File: src/rtl/loader_cfg.svh
`ifndef LOADER_CFG_SVH
`define LOADER_CFG_SVH

// ~~~~~~~~~~~~~~~~~~~~~~~~~~~~~~~~~~~~~~~~~~~~~~~~~~~~~~~~~~~
// download bus and store geometry
// ~~~~~~~~~~~~~~~~~~~~~~~~~~~~~~~~~~~~~~~~~~~~~~~~~~~~~~~~~~~

`define LOADER_IOCTL_AW    25 // host byte address.
`define LOADER_PRG_AW      10 // program bank, words.
`define LOADER_GFX_AW      10 // graphics bank, words.
`define LOADER_NV_AW       9  // nvram, bytes.

// bit 16 of the byte address picks the graphics region.
`define LOADER_GFX_SEL_BIT 16
`define LOADER_MIN_WR_GAP  4  // clocks between host strobes.

`endif
File: src/rtl/mem_pkg.sv
`default_nettype none

`include "loader_cfg.svh"

package mem_pkg;

	// ~~~~~~~~~~~~~~~~~~~~~~~~~~~~~~~~~~~~~~~~~~~~~~~~~~~~~~~~~~~
	// word stores and nvram
	// ~~~~~~~~~~~~~~~~~~~~~~~~~~~~~~~~~~~~~~~~~~~~~~~~~~~~~~~~~~~

	localparam int WORD_AW = (`LOADER_PRG_AW > `LOADER_GFX_AW) ?
		`LOADER_PRG_AW : `LOADER_GFX_AW;

	typedef logic [15:0]               word_t;
	typedef logic [1:0]                byte_sel_t; // bit 1 is the high byte.
	typedef logic [`LOADER_PRG_AW-1:0] prg_addr_t;
	typedef logic [`LOADER_GFX_AW-1:0] gfx_addr_t;
	typedef logic [WORD_AW-1:0]        word_addr_t; // banks use the low bits.
	typedef logic [`LOADER_NV_AW-1:0]  nv_addr_t;

	typedef enum logic [1:0] {ST_IDLE, ST_PRG, ST_GFX} store_state_t;

endpackage

`default_nettype wire

File: src/rtl/ioctl_pkg.sv
`default_nettype none

`include "loader_cfg.svh"

package ioctl_pkg;

	// ~~~~~~~~~~~~~~~~~~~~~~~~~~~~~~~~~~~~~~~~~~~~~~~~~~~~~~~~~~~
	// host download bus
	// ~~~~~~~~~~~~~~~~~~~~~~~~~~~~~~~~~~~~~~~~~~~~~~~~~~~~~~~~~~~

	typedef logic [`LOADER_IOCTL_AW-1:0] ioctl_addr_t; // byte address.
	typedef logic [7:0]                  ioctl_byte_t;
	typedef logic [7:0]                  ioctl_index_t;

	// what a download index carries.
	typedef enum logic [1:0] {
		INDEX_ROM,   // index 0, game image.
		INDEX_NVRAM, // index 8'hff.
		INDEX_OTHER
	} index_kind_t;

endpackage

`default_nettype wire

File: src/rtl/mem_write_if.sv
`timescale 1ns/1ps
`default_nettype none

// one word write, requested by toggling req.
// pending while req != ack.
interface mem_write_if
	import mem_pkg::*;
();
	logic       req;
	logic       ack;
	word_addr_t addr;
	byte_sel_t  ds;
	word_t      d;

	modport source (output req, output addr, output ds, output d, input ack);

	modport sink (input req, input addr, input ds, input d, output ack);

endinterface

`default_nettype wire

File: src/rtl/ioctl_decoder.sv
`timescale 1ns/1ps
`default_nettype none

`include "loader_cfg.svh"

module ioctl_decoder
	import ioctl_pkg::*;
	import mem_pkg::*;
(
	input  logic         clk_sd,
	input  logic         rst,
	input  logic         download,
	input  ioctl_index_t index,
	input  logic         wr,
	input  ioctl_addr_t  addr,
	input  ioctl_byte_t  dout,
	output logic         nv_we,
	output logic         busy,
	mem_write_if.source  prg_wr,
	mem_write_if.source  gfx_wr
);
	index_kind_t kind;
	logic        wr_q;
	logic        wr_edge;
	logic        img_ok;
	logic        to_gfx;
	logic        prg_idle;
	logic        gfx_idle;
	logic        prg_go;
	logic        gfx_go;

	always_comb begin
		case (index)
			8'h00:   kind = INDEX_ROM;
			8'hff:   kind = INDEX_NVRAM;
			default: kind = INDEX_OTHER;
		endcase
	end

	assign wr_edge = wr & ~wr_q;
	// bytes past the graphics region are dropped.
	assign img_ok = download && (kind == INDEX_ROM) &&
		(addr[`LOADER_IOCTL_AW-1:`LOADER_GFX_SEL_BIT+1] == '0);
	assign to_gfx = addr[`LOADER_GFX_SEL_BIT];

	assign prg_idle = (prg_wr.req == prg_wr.ack);
	assign gfx_idle = (gfx_wr.req == gfx_wr.ack);
	assign prg_go = wr_edge && img_ok && !to_gfx && prg_idle;
	assign gfx_go = wr_edge && img_ok && to_gfx && gfx_idle;

	assign nv_we = wr_edge && (kind == INDEX_NVRAM);
	assign busy = !prg_idle || !gfx_idle;

	always_ff @(posedge clk_sd) begin
		if (rst) begin
			wr_q <= 1'b0;
			prg_wr.req <= 1'b0;
			gfx_wr.req <= 1'b0;
		end else begin
			wr_q <= wr;
			if (prg_go)
				prg_wr.req <= ~prg_wr.req;
			if (gfx_go)
				gfx_wr.req <= ~gfx_wr.req;
		end
	end

	// payload held until the matching ack.
	always_ff @(posedge clk_sd) begin
		if (prg_go) begin
			prg_wr.addr <= word_addr_t'(addr >> 1);
			prg_wr.ds <= {addr[0], ~addr[0]};
			prg_wr.d <= {dout, dout};
		end
		if (gfx_go) begin
			gfx_wr.addr <= word_addr_t'(addr >> 1); // region bit drops off.
			gfx_wr.ds <= {addr[0], ~addr[0]};
			gfx_wr.d <= {dout, dout};
		end
	end

	// host must not outrun the store.
	a_no_overrun: assert property (@(posedge clk_sd) disable iff (rst)
		(wr_edge && img_ok) |-> (to_gfx ? gfx_idle : prg_idle))
		else $error("image byte arrived while its store port was busy");

endmodule

`default_nettype wire

File: src/flat_wrapper.sv
// flat-port wrapper written by rule: the top's interface ports become plain ports
module ioctl_decoder_flat import ioctl_pkg::*; import mem_pkg::*;
  (clk_sd, rst, download, index, wr, addr, dout, nv_we, busy, prg_wr_req, prg_wr_addr, prg_wr_ds, prg_wr_d, prg_wr_ack, gfx_wr_req, gfx_wr_addr, gfx_wr_ds, gfx_wr_d, gfx_wr_ack);
  mem_write_if prg_wr_i ();
  mem_write_if gfx_wr_i ();
  input  logic clk_sd;
  input  logic rst;
  input  logic download;
  input  ioctl_index_t index;
  input  logic wr;
  input  ioctl_addr_t addr;
  input  ioctl_byte_t dout;
  output logic nv_we;
  output logic busy;
  output wire logic [$bits(prg_wr_i.req)-1:0] prg_wr_req;
  output wire logic [$bits(prg_wr_i.addr)-1:0] prg_wr_addr;
  output wire logic [$bits(prg_wr_i.ds)-1:0] prg_wr_ds;
  output wire logic [$bits(prg_wr_i.d)-1:0] prg_wr_d;
  input wire logic [$bits(prg_wr_i.ack)-1:0] prg_wr_ack;
  output wire logic [$bits(gfx_wr_i.req)-1:0] gfx_wr_req;
  output wire logic [$bits(gfx_wr_i.addr)-1:0] gfx_wr_addr;
  output wire logic [$bits(gfx_wr_i.ds)-1:0] gfx_wr_ds;
  output wire logic [$bits(gfx_wr_i.d)-1:0] gfx_wr_d;
  input wire logic [$bits(gfx_wr_i.ack)-1:0] gfx_wr_ack;
  assign prg_wr_req = prg_wr_i.req;
  assign prg_wr_addr = prg_wr_i.addr;
  assign prg_wr_ds = prg_wr_i.ds;
  assign prg_wr_d = prg_wr_i.d;
  assign prg_wr_i.ack = prg_wr_ack;
  assign gfx_wr_req = gfx_wr_i.req;
  assign gfx_wr_addr = gfx_wr_i.addr;
  assign gfx_wr_ds = gfx_wr_i.ds;
  assign gfx_wr_d = gfx_wr_i.d;
  assign gfx_wr_i.ack = gfx_wr_ack;
  ioctl_decoder u_core (.clk_sd(clk_sd), .rst(rst), .download(download), .index(index), .wr(wr), .addr(addr), .dout(dout), .nv_we(nv_we), .busy(busy), .prg_wr(prg_wr_i), .gfx_wr(gfx_wr_i));
endmodule
File: config.mk
export PLATFORM = sky130hd
export DESIGN_NAME = ioctl_decoder_flat
export DESIGN_NICKNAME = d
export VERILOG_FILES = /design/src/rtl/mem_pkg.sv /design/src/rtl/ioctl_pkg.sv /design/src/rtl/mem_write_if.sv /design/src/rtl/ioctl_decoder.sv /design/src/flat_wrapper.sv
export VERILOG_INCLUDE_DIRS = /design/src /design/src/rtl
export SDC_FILE = /design/constraint.sdc
export NUM_CORES = 1
export LEC_CHECK = 0
export BUFFER_PORTS_ARGS = -buffer_cell sky130_fd_sc_hd__buf_2
export CORE_MARGIN = 3
export CORE_UTILIZATION = 37
export CTS_CLUSTER_SIZE = 30
export DETAILED_ROUTE_END_ITERATION = 7
export GPL_TIMING_DRIVEN = 0
export PLACE_DENSITY = 0.77
export SLEW_MARGIN = 30
export SYNTH_ARGS = -nofsm -noshare
export SYNTH_HDL_FRONTEND = slang
export SYNTH_SLANG_ARGS = --single-unit
File: constraint.sdc
create_clock -name clk_sd -period 2.1 [get_ports clk_sd]
set_input_delay 0.63 -clock clk_sd [delete_from_list [all_inputs] [get_ports clk_sd]]
set_output_delay 0.63 -clock clk_sd [all_outputs]
set_load 0.01 [all_outputs]
==> results of run 1 <==
sequential cells by signal (all words and copies together), names as in the netlist:
signal and cells:
u_core.wr_q 1, u_core.prg_wr.d 8, u_core.prg_wr.req 1, u_core.gfx_wr.addr 10
u_core.gfx_wr.ds 2, u_core.gfx_wr.d 8, u_core.prg_wr.addr 10, u_core.prg_wr.ds 2
u_core.gfx_wr.req 1
cells in the mapped netlist, drive strengths merged:
library cell	instances
edfxtp	40
buf	16
nor4b	4
dfxtp	3
nor3	3
nor4	3
a21oi	2
and3	2
and4	2
nand4	2
xnor2	2
and4b	1
inv	1
nand2	1
nor2b	1
area by class of cell:
cell class / instances / share of cell area [%]
multi-input cells: 23 / 8.754
plain buffers: 16 / 5.387
repair buffers: 101 / 22.67
clock inverters: 1 / 0.2245
clock buffers: 7 / 3.423
flip-flops and latches: 43 / 56.57
well taps: 50 / 2.806
inverters: 1 / 0.1684
worst min-delay path by stage:
stage                            startpoint                     to  slack (ps)  depth (start not counted)
after floorplan           u_core.gfx_wr.req      u_core.gfx_wr.req         550                          2
after global placement    u_core.prg_wr.req      u_core.prg_wr.req         530                          2
after detailed placement  u_core.gfx_wr.req      u_core.gfx_wr.req         530                          2
after CTS                           dout[0]     u_core.gfx_wr.d[8]         510                          1
after global routing                addr[8]  u_core.gfx_wr.addr[7]         510                          1
final                               dout[6]    u_core.gfx_wr.d[14]         530                          1
report_power, final:
| part | leakage, nW | switching, mW | total (mW) | internal [mW] |
|---|---|---|---|---|
| logic | 0.530 | 0.0277 | 0.0623 | 0.0346 |
| clock network | 0.0422 | 0.250 | 0.483 | 0.233 |
| registers | 0.384 | 0.000797 | 0.936 | 0.935 |
| total | 0.956 | 0.278 | 1.48 | 1.20 |
cells by family (layout without fill, tap and decap cells):
kind of cell              count (synthesis)  after routing
xor gates and xnor gates                  2              2
buffers and inverters                    17            126
AOI/OAI and AO/OA                         2              2
DFF                                      43             43
and+or+nand+nor                          19             19
metrics by stage:
stage | utilization [%] | worst slack [ps] | area, um^2
after global placement | 52.88 | -440.7 | 2146
after global routing | 54.95 | 107.8 | 2230
after detailed placement | 52.88 | -489.0 | 2146
final | 54.95 | 205.8 | 2230
after floorplan | - | 14.74 | 1578
after CTS | 54.95 | 162.7 | 2230
layer usage:
metal	global-route usage, %	up-vias	share of wire, %
met5	0	-	0
met4	4.384	0	0.88
met1	12.63	476	36
met2	20.71	82	48
li1	-	523	-
met3	6.171	5	15
placed cells by master (no fill, tap or decap):
cell type | Yosys | layout
nor4_2 | 2 | 2
and4b_1 | 1 | 1
nor4_1 | 1 | 1
clkbuf_1 | 0 | 2
nor2b_1 | 1 | 1
nor4b_1 | 1 | 1
buf_2 | 0 | 101
nand4_1 | 2 | 2
xnor2_1 | 2 | 2
edfxtp_1 | 40 | 40
nor3_1 | 3 | 3
inv_1 | 1 | 1
and4_4 | 1 | 1
dfxtp_1 | 3 | 3
clkbuf_8 | 0 | 5
and4_1 | 1 | 1
clkinv_2 | 0 | 1
and3_2 | 0 | 2
nor4b_2 | 3 | 3
nand2_1 | 1 | 1
buf_4 | 16 | 16
a21oi_1 | 2 | 2
what timing repair did:
item / CTS / global route
hold endpoints to repair: 0 / 0
gates resized for setup: 2 / 0
endpoints found under the setup margin: 40 / 0
==> flow_results.org, run 1 <==
** Outcome
- Result of the run :: finished, final reports clean

** Power and ir drop
- Power consumption :: between 1 and 1.5 mW
- Leakage power :: roughly 0.96 nW
- In this run the power density over the cells is about 660 nW/um^2.
- Maximum ir drop on the vdd rail :: between 0.0003 and 0.0004 V

** Clock tree
- Longest Clk Path Bufs :: 2
- CTS clk-pin slew, worst paths :: about 70 ps
- The number of hold buffers added after CTS was 0.
- Sinks on Clock Net :: 43
- Inserted Clock Buffers :: 5
- Root buf cell :: clkbuf_8
- After clock tree synthesis, the setup repair step added 0 buffers.
- CTS built an H-tree with a depth of 2.
- TritonCTS clock tree :: done
- The clock reaches the later pin of the worst-skew pair after 280 ps.

** Synthesis
- The top cell type by area accounts for between 70% and 80% of the synthesized area.
- Parity-gate share of the synthesized area counting xor and xnor cells :: under 10%
- Summing the areas of all and, or, nand and nor instances in the mapped netlist gives a little over a tenth of the synthesized area.
- Proportion of synthesized area in mux cells :: 0%
- Syn Nets :: 130
- Adder and majority cell fraction of the synthesized area :: 0%
- Summing the areas of all compound-gate instances in the mapped netlist gives 0.6344% of the synthesized area.
- Post-synthesis cell type with the largest combined area :: edfxtp_1
- Yosys attributes the largest share of cell area to edfxtp_1 (76%), buf_4 (7.6%), dfxtp_1 (3.8%).
- Counting distinct cell types in the post-synthesis netlist gives 18.
- Synthesis inferred 43 register bits.
- For this run, the number of Yosys warnings is 0.
- After synthesis, the largest family of logic cells by area is simple AND/OR/NAND/NOR gates.
- A synthesized cell averages ~19 um^2.
- After technology mapping, the gate count stands at 83.
- Seq/Total Area, Yosys :: around 80%
- The synthesized netlist occupies a cell area of 1578 um^2.

** Routing
- The detail route stage leaves a number of antenna-violating nets equal to 0.
- Via count normalized by instance count :: about 4.5
- Total wirelength of the detailed-routed design :: approximately 3200 um
- Number of detailed-route iterations in the first pass :: 2
- Routed length per placed instance :: 13.08 um
- After detailed routing, the number of remaining DRC violations is 0.
- The detailed router placed 1086 vias in this run.
- The detailed router finished its first iteration with 68 violations.

** Run
- Total of max-cap violations :: 0

** Worst setup path
- Total number of cells along the worst setup path :: 4
- The slowest stage of the critical path is the nor4b_1 cell.
- Endpoint kind of the worst setup timing path :: primary output
- Crit path required time :: between 1000 and 1500 ps
- In this run the critical register-to-register path is captured at u_core.prg_wr.addr[2].
- In this design, the largest share of critical-path delay is due to simple AND/OR/NAND/NOR gates.
- CP Max Fanout :: 2
- Reg-to-reg critical path startpoint :: u_core.wr_q
- Worst reg-to-reg path cell count :: 3
- Most common cell type on the critical path :: buf_2
- CP bufs+invs :: 2
- Timing startpoint of the critical path :: index[2]
- On the worst path, the slowest cell contributes a delay of 270 ps.
- The critical path in this run is classified as in -> out.
- For the worst setup path, the data arrival time is about 1300 ps.
- CP endpoint :: nv_we
- In this run the register-to-register setup slack is roughly 410 ps.
- Nature of the critical path startpoint :: input pin
- The critical path goes through buf_2 > nand4_1 > nor4b_1 > buf_2.

** Layout
- Share of layout cells above drive strength 1 :: between 60% and 70%
- Summing all multi-input logic gate instances after layout gives between 150 and 200 um^2.
- Counting the fill cells in the layout gives around 360.
- The finished layout holds roughly 240 standard cells, fillers aside.
- From synthesis to final layout, the design area changed by 41.32%.
- The sequential cells in the finished layout cover a total of ~1300 um^2.
- Number of inserted diodes :: 0
- After the last flow step, the layout net total stands at 238.

** Timing
- The clock period could shrink to 1894 ps.
- WHS :: about 530 ps
- The final number of hold-violating endpoints came to 0.
- Slew of the pin with the lowest slew margin :: 489.6 ps
- Final clock skew :: 4.000 ps
- Period utilisation layout :: between 90% and 100%
- Worst relative slew slack :: about two thirds
- The max-slew violation total from the final report came to 0.
- Setup repair after global routing left no endpoint under its margin.
- Static timing analysis puts the maximum clock frequency at 527.9 MHz.
- After routing, the total negative slack on setup checks comes to 0 ps.
- Setup violations remaining at the end of the flow were counted as 0.

** Min path
- The worst hold path belongs to the class in -> reg.

** Floorplan
- Height of the die :: about 70 um
- Core Box Area :: between 4000 and 5000 um^2
- Horizontal extent of the die :: about 71 um
- Count of pins on the block boundary :: about 110
- Cell row count :: 23
- The floorplan step defined a die boundary enclosing around 5100 um^2.
- Effective utilization at floorplan :: around 39%

** Global routing
- The initial antenna violation count came to 0.
- Via count of the first global-routing pass :: between 900 and 1000
- The first global-routing pass estimated approximately 4700 um of wire.
- Entering global routing, the biggest net connects 21 pins.
- Global routing finished with a remaining overflow of 0.
- Global routing used between 10% and 20% of the available tracks.

** Placement
- Placed Cells incl. Taps :: roughly 230
- Routability-driven placement finished with a final weighted congestion of roughly 0.7.
- HPWL after detailed placement :: 2506 um
- Buffers on Ports :: ~100
No activity file was read; power rests on OpenSTA's default activity.
==> run 2, diff against run 1 <==
REMOVE_ABC_BUFFERS = 1   (was not set)
==> run 2 against run 1 <==
Effect of this change: register-to-register slack about the same; global-route usage down 0.51 points; critical endpoint is now u_core.gfx_wr.d[8]; utilization down 2.1 points; clock-buffer cell count down 1; largest power group unchanged; non-clock buffer count down 16; first-iteration DRC count down 25%; critical path type is now in -> reg; highest routed layer unchanged.
==> flow_results.org, run 2 (synthesized netlist as in run 1, its figures left out) <==
** Placement
- Placed Cells incl. Taps :: around 220
- Placed Area :: a little over 2000 um^2
- Placer Congestion :: between 0.7 and 0.8
- The wire-length estimate of the detail-placed layout is approximately 2300 um.
- During placement, the flow inserted port buffers numbering between 100 and 150.
- At the placement stage, the worst setup path has a slack of -425.3 ps.

** Min path
- The min-delay analysis places its worst path in the category in -> reg.

** Routing
- Via count normalized by instance count :: ~4.5
- Routed vias :: 1022
- Wires add up to 2951 um.
- Number of detailed-route iterations in the first pass :: 3
- Detailed router's first-iteration violation count :: 51
- After detailed routing, the number of remaining DRC violations is 0.
- Antenna Violating Nets Remaining :: 0
- Routed length on met3 :: about 330 um
- Post-route met1 wirelength :: ~1000 um
- After detailed routing, the met2 layer carries between 1500 and 2000 um of wire.
- Signal routing reaches up to met4.
- Dividing the detail-routed wire length by the instance count gives ~13 um.

** Layout
- Share of layout cells above drive strength 1 :: around 66%
- Area growth from synthesis to layout :: 36.00%
- Fraction of the core area covered by cells at the end of the flow :: about 53%
- The largest registers in the layout are u_core.gfx_wr.addr (10), u_core.prg_wr.addr (10).
- Final non-filler cell total :: between 200 and 250
- The finished cells cover ~2100 um^2.
- Commonest non-fill, non-tap cell in the layout :: buf_2
- Leading cell types in the layout, fill and taps excluded :: buf_2 (101), edfxtp_1 (40), clkbuf_8 (6)
- 0 antenna diodes ended up in the layout.
- Post-layout net count :: roughly 220

** Floorplan
- The die is 71.30 um wide.
- In this run the vertical extent of the chip is 71.30 um.
- The total area inside the core boundary comes to ~4100 um^2.
- In this run the count of I/O pins placed on the die edge is 107.
- Effective utilization at floorplan :: 38.88%
- The initialized floorplan defines 23 standard-cell rows.
- Die ar. :: a little over 5000 um^2

** Clock tree
- Sinks on Clock Net :: 43
- Counting the buffers created by CTS gives 5.
- The H-tree was split into 2 levels.
- After clock tree synthesis, the setup repair step added 0 buffers.
- TritonCTS built the clock tree.
- Root buf cell :: clkbuf_8
- For the worst-skew pair, the clock arrives at the later sink with an insertion delay of 280 ps.
- The clock passes through at most 2 buffers.
- After clock tree synthesis, the clock-pin slew on the worst setup and hold paths is 80 ps.

** Worst setup path
- Category of the most critical setup path :: in -> reg
- Endpoint kind of the worst setup timing path :: flop
- For the worst setup path, the data arrival time is between 1500 and 2000 ps.
- Along the worst path, the maximum fanout reaches 20.
- Nature of the critical path startpoint :: input pin
- For the worst setup path, the data required time is between 2000 and 2500 ps.

** Timing
- The final number of hold-violating endpoints was 0.
- The max-slew violation total from the final report is 0.
- Measured against its own limit, the worst slew margin works out to 67.67%.
- Hold is met by between 500 and 600 ps.
- Setup repair after global routing missed its margin :: false
- Setup violations remaining at the end of the flow were counted as 0.
- Counting I/O delays and the setup requirement, the final critical path takes between 1500 and 2000 ps.
- Worst setup slack after layout :: roughly 220 ps
- Timing-limited maximum frequency :: about 530 MHz
- Across the routed clock network, the largest skew measured is 7.173 ps.
- Setup total negative slack on the finished layout was measured at 0 ps.
- The worst path uses roughly 90% of the clock period.
- At the pin with the least slew margin, the transition time is 484.9 ps.

** Power and ir drop
- VDD sags by at most between 0.0004 and 0.0005 V.
- Power consumption :: 1.633 mW
- The analysis attributes to cell leakage a power of roughly 0.9 nW.
- Power spread over the standard cell area amounts to approximately 760 nW/um^2.

** Run
- Total of max-cap violations :: 0

** Global routing
- Global routing consumed, over all layers together, 11.56% of the routing resources.
- For this run the aggregate overflow at the end of global routing stands at 0.
- Pin count of the biggest net entering global routing :: 21
- Via count of the first global-routing pass :: roughly 990
- Antenna violations before repair :: 0
- Global-route wire length before repair :: between 4000 and 5000 um

** Outcome
- The flow ran to the end, and the final reports show no timing, DRC or antenna violations.
## run 2: cell types whose count changed in the layout (fill, tap and decap cells not counted), sizes merged
cell,delta
clkbuf,-1
buf,-16
bufinv,+1
## run 2: metal layers
layer  track usage, %  up-vias
met5                0        -
met2            20.10       59
li1                 -      491
met4            3.758        0
met3            5.891        2
met1            12.06      470
## run 2: report_power, final
group          internal [mW]  switching, mW
Combinational         0.0346         0.0271
Clock                  0.384          0.251
Sequential             0.935       0.000638
## run 2: worst paths after layout
kind / start / endpoint / slack, ps / depth (start not counted)
worst max-delay path: index[5] / u_core.gfx_wr.d[8] / 220 / 4
worst min-delay path: dout[6] / u_core.gfx_wr.d[14] / 530 / 1
worst max register to register: u_core.wr_q / u_core.gfx_wr.d[8] / 410 / 3
worst min register to register: u_core.prg_wr.req / u_core.prg_wr.req / 550 / 2
## run 2: critical path: stages
cell	delay, ps
buf_2	110
nor4b_2	260
and4_4	280
and3_2	500
## run 2: what timing repair did
| action | 4_1_cts | 5_1_grt |
|---|---|---|
| endpoints found under the setup margin | 40 | 0 |
| resized for setup | 2 | 0 |
| hold buffers | 0 | 0 |
## run 2: area by class of cell
| type | instances | area, um^2 |
|---|---|---|
| Clock inverter | 2 | 35.03 |
| Tap cell | 50 | 62.56 |
| Clock buffer | 6 | 82.58 |
| Sequential cell | 43 | 1261 |
| Multi-Input combinational cell | 23 | 195.2 |
| Fill cell | 361 | 1912 |
| Inverter | 1 | 3.754 |
| Timing Repair Buffer | 101 | 505.5 |
==> run 3, diff against run 2 <==
PLACE_DENSITY = 0.75   (was 0.77)
clock period = 1.7 ns   (was 2.1 ns; I/O delays follow)
==> run 3 against run 2 <==
Effect of this change: non-clock buffer count is the same; combinational power up 26%; final area grew 0.17%; via count up 1.8%; sequential cell count is the same; clock skew shrank 4.2 ps; total power increased by 16%; utilization rose by 0.092 points; sequential power increased by 24%; critical path depth unchanged; critical path type is now in -> out.
==> flow_results.org, run 3 (synthesized netlist as in run 1, its figures left out) <==
** Outcome
- The run finished with clean final reports.

** Worst setup path
- Slowest stage cell on the critical path :: nor4b_2
- Worst reg-to-reg path cell count :: 3
- Endpoint kind of the worst setup timing path :: primary output
- By instance count, the cell type seen most on the critical path is buf_2.
- The worst setup path is launched from an input pin.
- Along the worst path, the maximum fanout reaches 2.
- For the worst setup path, the data arrival time is approximately 1100 ps.
- Family with the most delay on the worst path :: simple AND/OR/NAND/NOR gates
- Critical-path cell list :: buf_2 > nand4_1 > nor4b_2 > buf_2
- Reg-to-reg critical path startpoint :: u_core.wr_q
- In this design, the stage delay of the slowest critical-path cell is ~240 ps.
- Counting both buffers and inverters, the worst setup path holds a total of 2.
- For the worst setup path, the data required time is about 1200 ps.
- The setup path with the least slack is of type in -> out.
- The worst register-to-register path has a setup slack of ~140 ps.
- The worst register-to-register path ends at u_core.prg_wr.addr[7].

** Routing
- Detailed router's first-iteration violation count :: 54
- Once detail routing completed, the nets flagged for antenna violations numbered 0.
- Number of detailed-route iterations in the first pass :: 4
- In the final routed layout, each cell accounts on average for around 13 um.
- For this block, the via count after detailed routing is between 1000 and 1500.
- Wires add up to 2980 um.
- Dividing the detail-routed via count by the number of cells gives around 4.6.
- In the routed design, unresolved DRC markers number 0.

** Layout
- In the final layout, the share of cells above drive strength 1 is around two thirds.
- 0 antenna diodes ended up in the layout.
- Multi-input gate area in the final layout :: about 220 um^2
- Post-layout net count :: 222
- The largest registers in the layout are u_core.gfx_wr.addr (10), u_core.prg_wr.addr (10).
- In the layout the commonest cells are buf_2 (101), edfxtp_1 (40), clkbuf_8 (7), nor4b_2 (4).
- Compared with the post-synthesis result, the final layout area differs by 36.24%.
- Footprint of the flip-flops and latches :: roughly 1300 um^2
- Once layout is complete, the cells apart from fillers number about 230.
- Leaving out fill and tap cells, the most frequent cell in the layout is buf_2.
- The filler cells instantiated in the layout total approximately 350.

** Clock tree
- Counting every sink on the clock net gives 43.
- Longest Clk Path Bufs :: 2
- Inserted Clock Buffers :: 5
- Root buf cell :: clkbuf_8
- TritonCTS clock tree :: done
- At the later pin of the worst-skew pair, clock insertion delay measures between 200 and 300 ps.
- After clock tree synthesis, the flow added hold-fix buffers numbering 0.
- The H-tree was split into 2 levels.
- Clock-pin slew was measured on the worst setup and hold paths at about 70 ps.

** Placement
- The count of buffers added on input and output ports is between 100 and 150.
- Routability-driven placement finished with a final weighted congestion of 0.7454.
- The number of placed instances, taps included, is ~220.
- The wire-length estimate of the detail-placed layout is 2263 um.

** Power and ir drop
- For this design the ratio of total power to cell area is 883.2 nW/um^2.
- In this run switching power makes up ~17% of total power.
- Maximum ir drop on the vdd rail :: 0.0004501 V
- The share of total power dissipated in sequential elements is between 60% and 70%.
- Clock network fraction of design power :: 35.0%
- For this design the static power due to leakage is ~0.89 nW.
- Internal power comes to between 1.5 and 2 mW.
- Reported net switching power :: approximately 0.33 mW
- Combinational logic burns under 10% of the power.

** Min path
- Min-delay worst type :: in -> reg
- Beginning of the worst hold path :: dout[7]
- The worst hold path terminates at u_core.prg_wr.d[7].
- Count of cells along the worst hold path :: 1

** Timing
- On the final layout, the worst clock skew is ~3 ps.
- Worst relative slew slack :: ~75%
- The final number of hold-violating endpoints is 0.
- The max-slew violation total from the final report was 0.
- Timing-limited maximum frequency :: a little over 600 MHz
- The tightest hold path in the finished design has a slack of 413.7 ps.
- Finish-stage setup viols :: 0
- The clock period could shrink to roughly 1600 ps.
- Dividing the final minimum period by the clock period gives a little over nine tenths.
- Setup repair after global routing could not meet its margin everywhere.
- For the pin with the worst max-slew slack, the measured transition is approximately 380 ps.

** Floorplan
- Height of the die :: 71.30 um
- The die covers 5084 um^2.
- roughly 110 I/O pins were placed.
- Effective utilization at floorplan :: ~40%
- In this run the standard cell core region covers between 4000 and 5000 um^2.
- The floorplan has 23 rows.
- From left edge to right edge, the die measures 71.30 um.

** Global routing
- Global-route wire length before repair :: roughly 4500 um
- Pin count of the biggest net entering global routing :: 21
- Global routing used between 10% and 20% of the available tracks.
- The number of global-route vias before repair is between 1000 and 1500.
- Global route overflow :: 0
- Antenna violations before repair :: 0

** Run
- Total of max-cap violations :: 0
run 3: how the worst max path moves through the flow:
| stage | from | depth (start not counted) | to |
|---|---|---|---|
| floorplan | index[5] | 3 | u_core.gfx_wr.addr[0] |
| global placement | index[4] | 4 | u_core.gfx_wr.addr[9] |
| detailed placement | addr[17] | 4 | u_core.prg_wr.addr[9] |
| CTS | index[3] | 4 | nv_we |
| global route | index[3] | 4 | nv_we |
| finish | index[3] | 4 | nv_we |
run 3: power groups by stage:
stage	sequential (mW)	clock (mW)	combinational, mW
after floorplan	1.18	0	0.0127
after global placement	1.18	0	0.0738
after detailed placement	1.18	0	0.0762
after CTS	1.16	0.698	0.0764
after global routing	1.16	0.749	0.0887
final	1.16	0.664	0.0778
run 3: through the flow:
stage | setup TNS [ps] | power [mW] | cell area (um^2) | worst slack [ps] | utilization [%]
global placement | -27960 | 1.253 | 2026 | -702.3 | 49.92
CTS | 0 | 1.929 | 2136 | 34.22 | 52.64
floorplan | -10610 | 1.192 | 1458 | -265.3 | -
finish | 0 | 1.898 | 2150 | 65.93 | 52.98
detailed placement | -27360 | 1.256 | 2026 | -698.9 | 49.92
global route | -19.57 | 1.993 | 2150 | -19.57 | 52.98
run 3: cell type report:
class,instances,area share [%]
tap,50,2.910
inverter,1,0.1746
clock buffer,8,4.657
sequential,43,58.67
timing repair buffer,101,23.52
multi-input combinational,23,10.07
run 3: layer usage:
| metal | track usage, % | part of all wire, % | wire length [um] | vias to the layer above |
|---|---|---|---|---|
| li1 | - | - | - | 488 |
| met5 | 0 | 0 | 0 | - |
| met3 | 4.769 | 12 | 355 | 5 |
| met4 | 6.263 | 1.1 | 32 | 0 |
| met1 | 12.51 | 34 | 1014 | 484 |
| met2 | 20.31 | 53 | 1577 | 63 |
run 3: timing repair:
action	CTS	global route
setup buffers	0	0
pin swaps	0	0
setup endpoints to repair	40	2
gates resized for setup	4	2
hold endpoints to repair	0	0
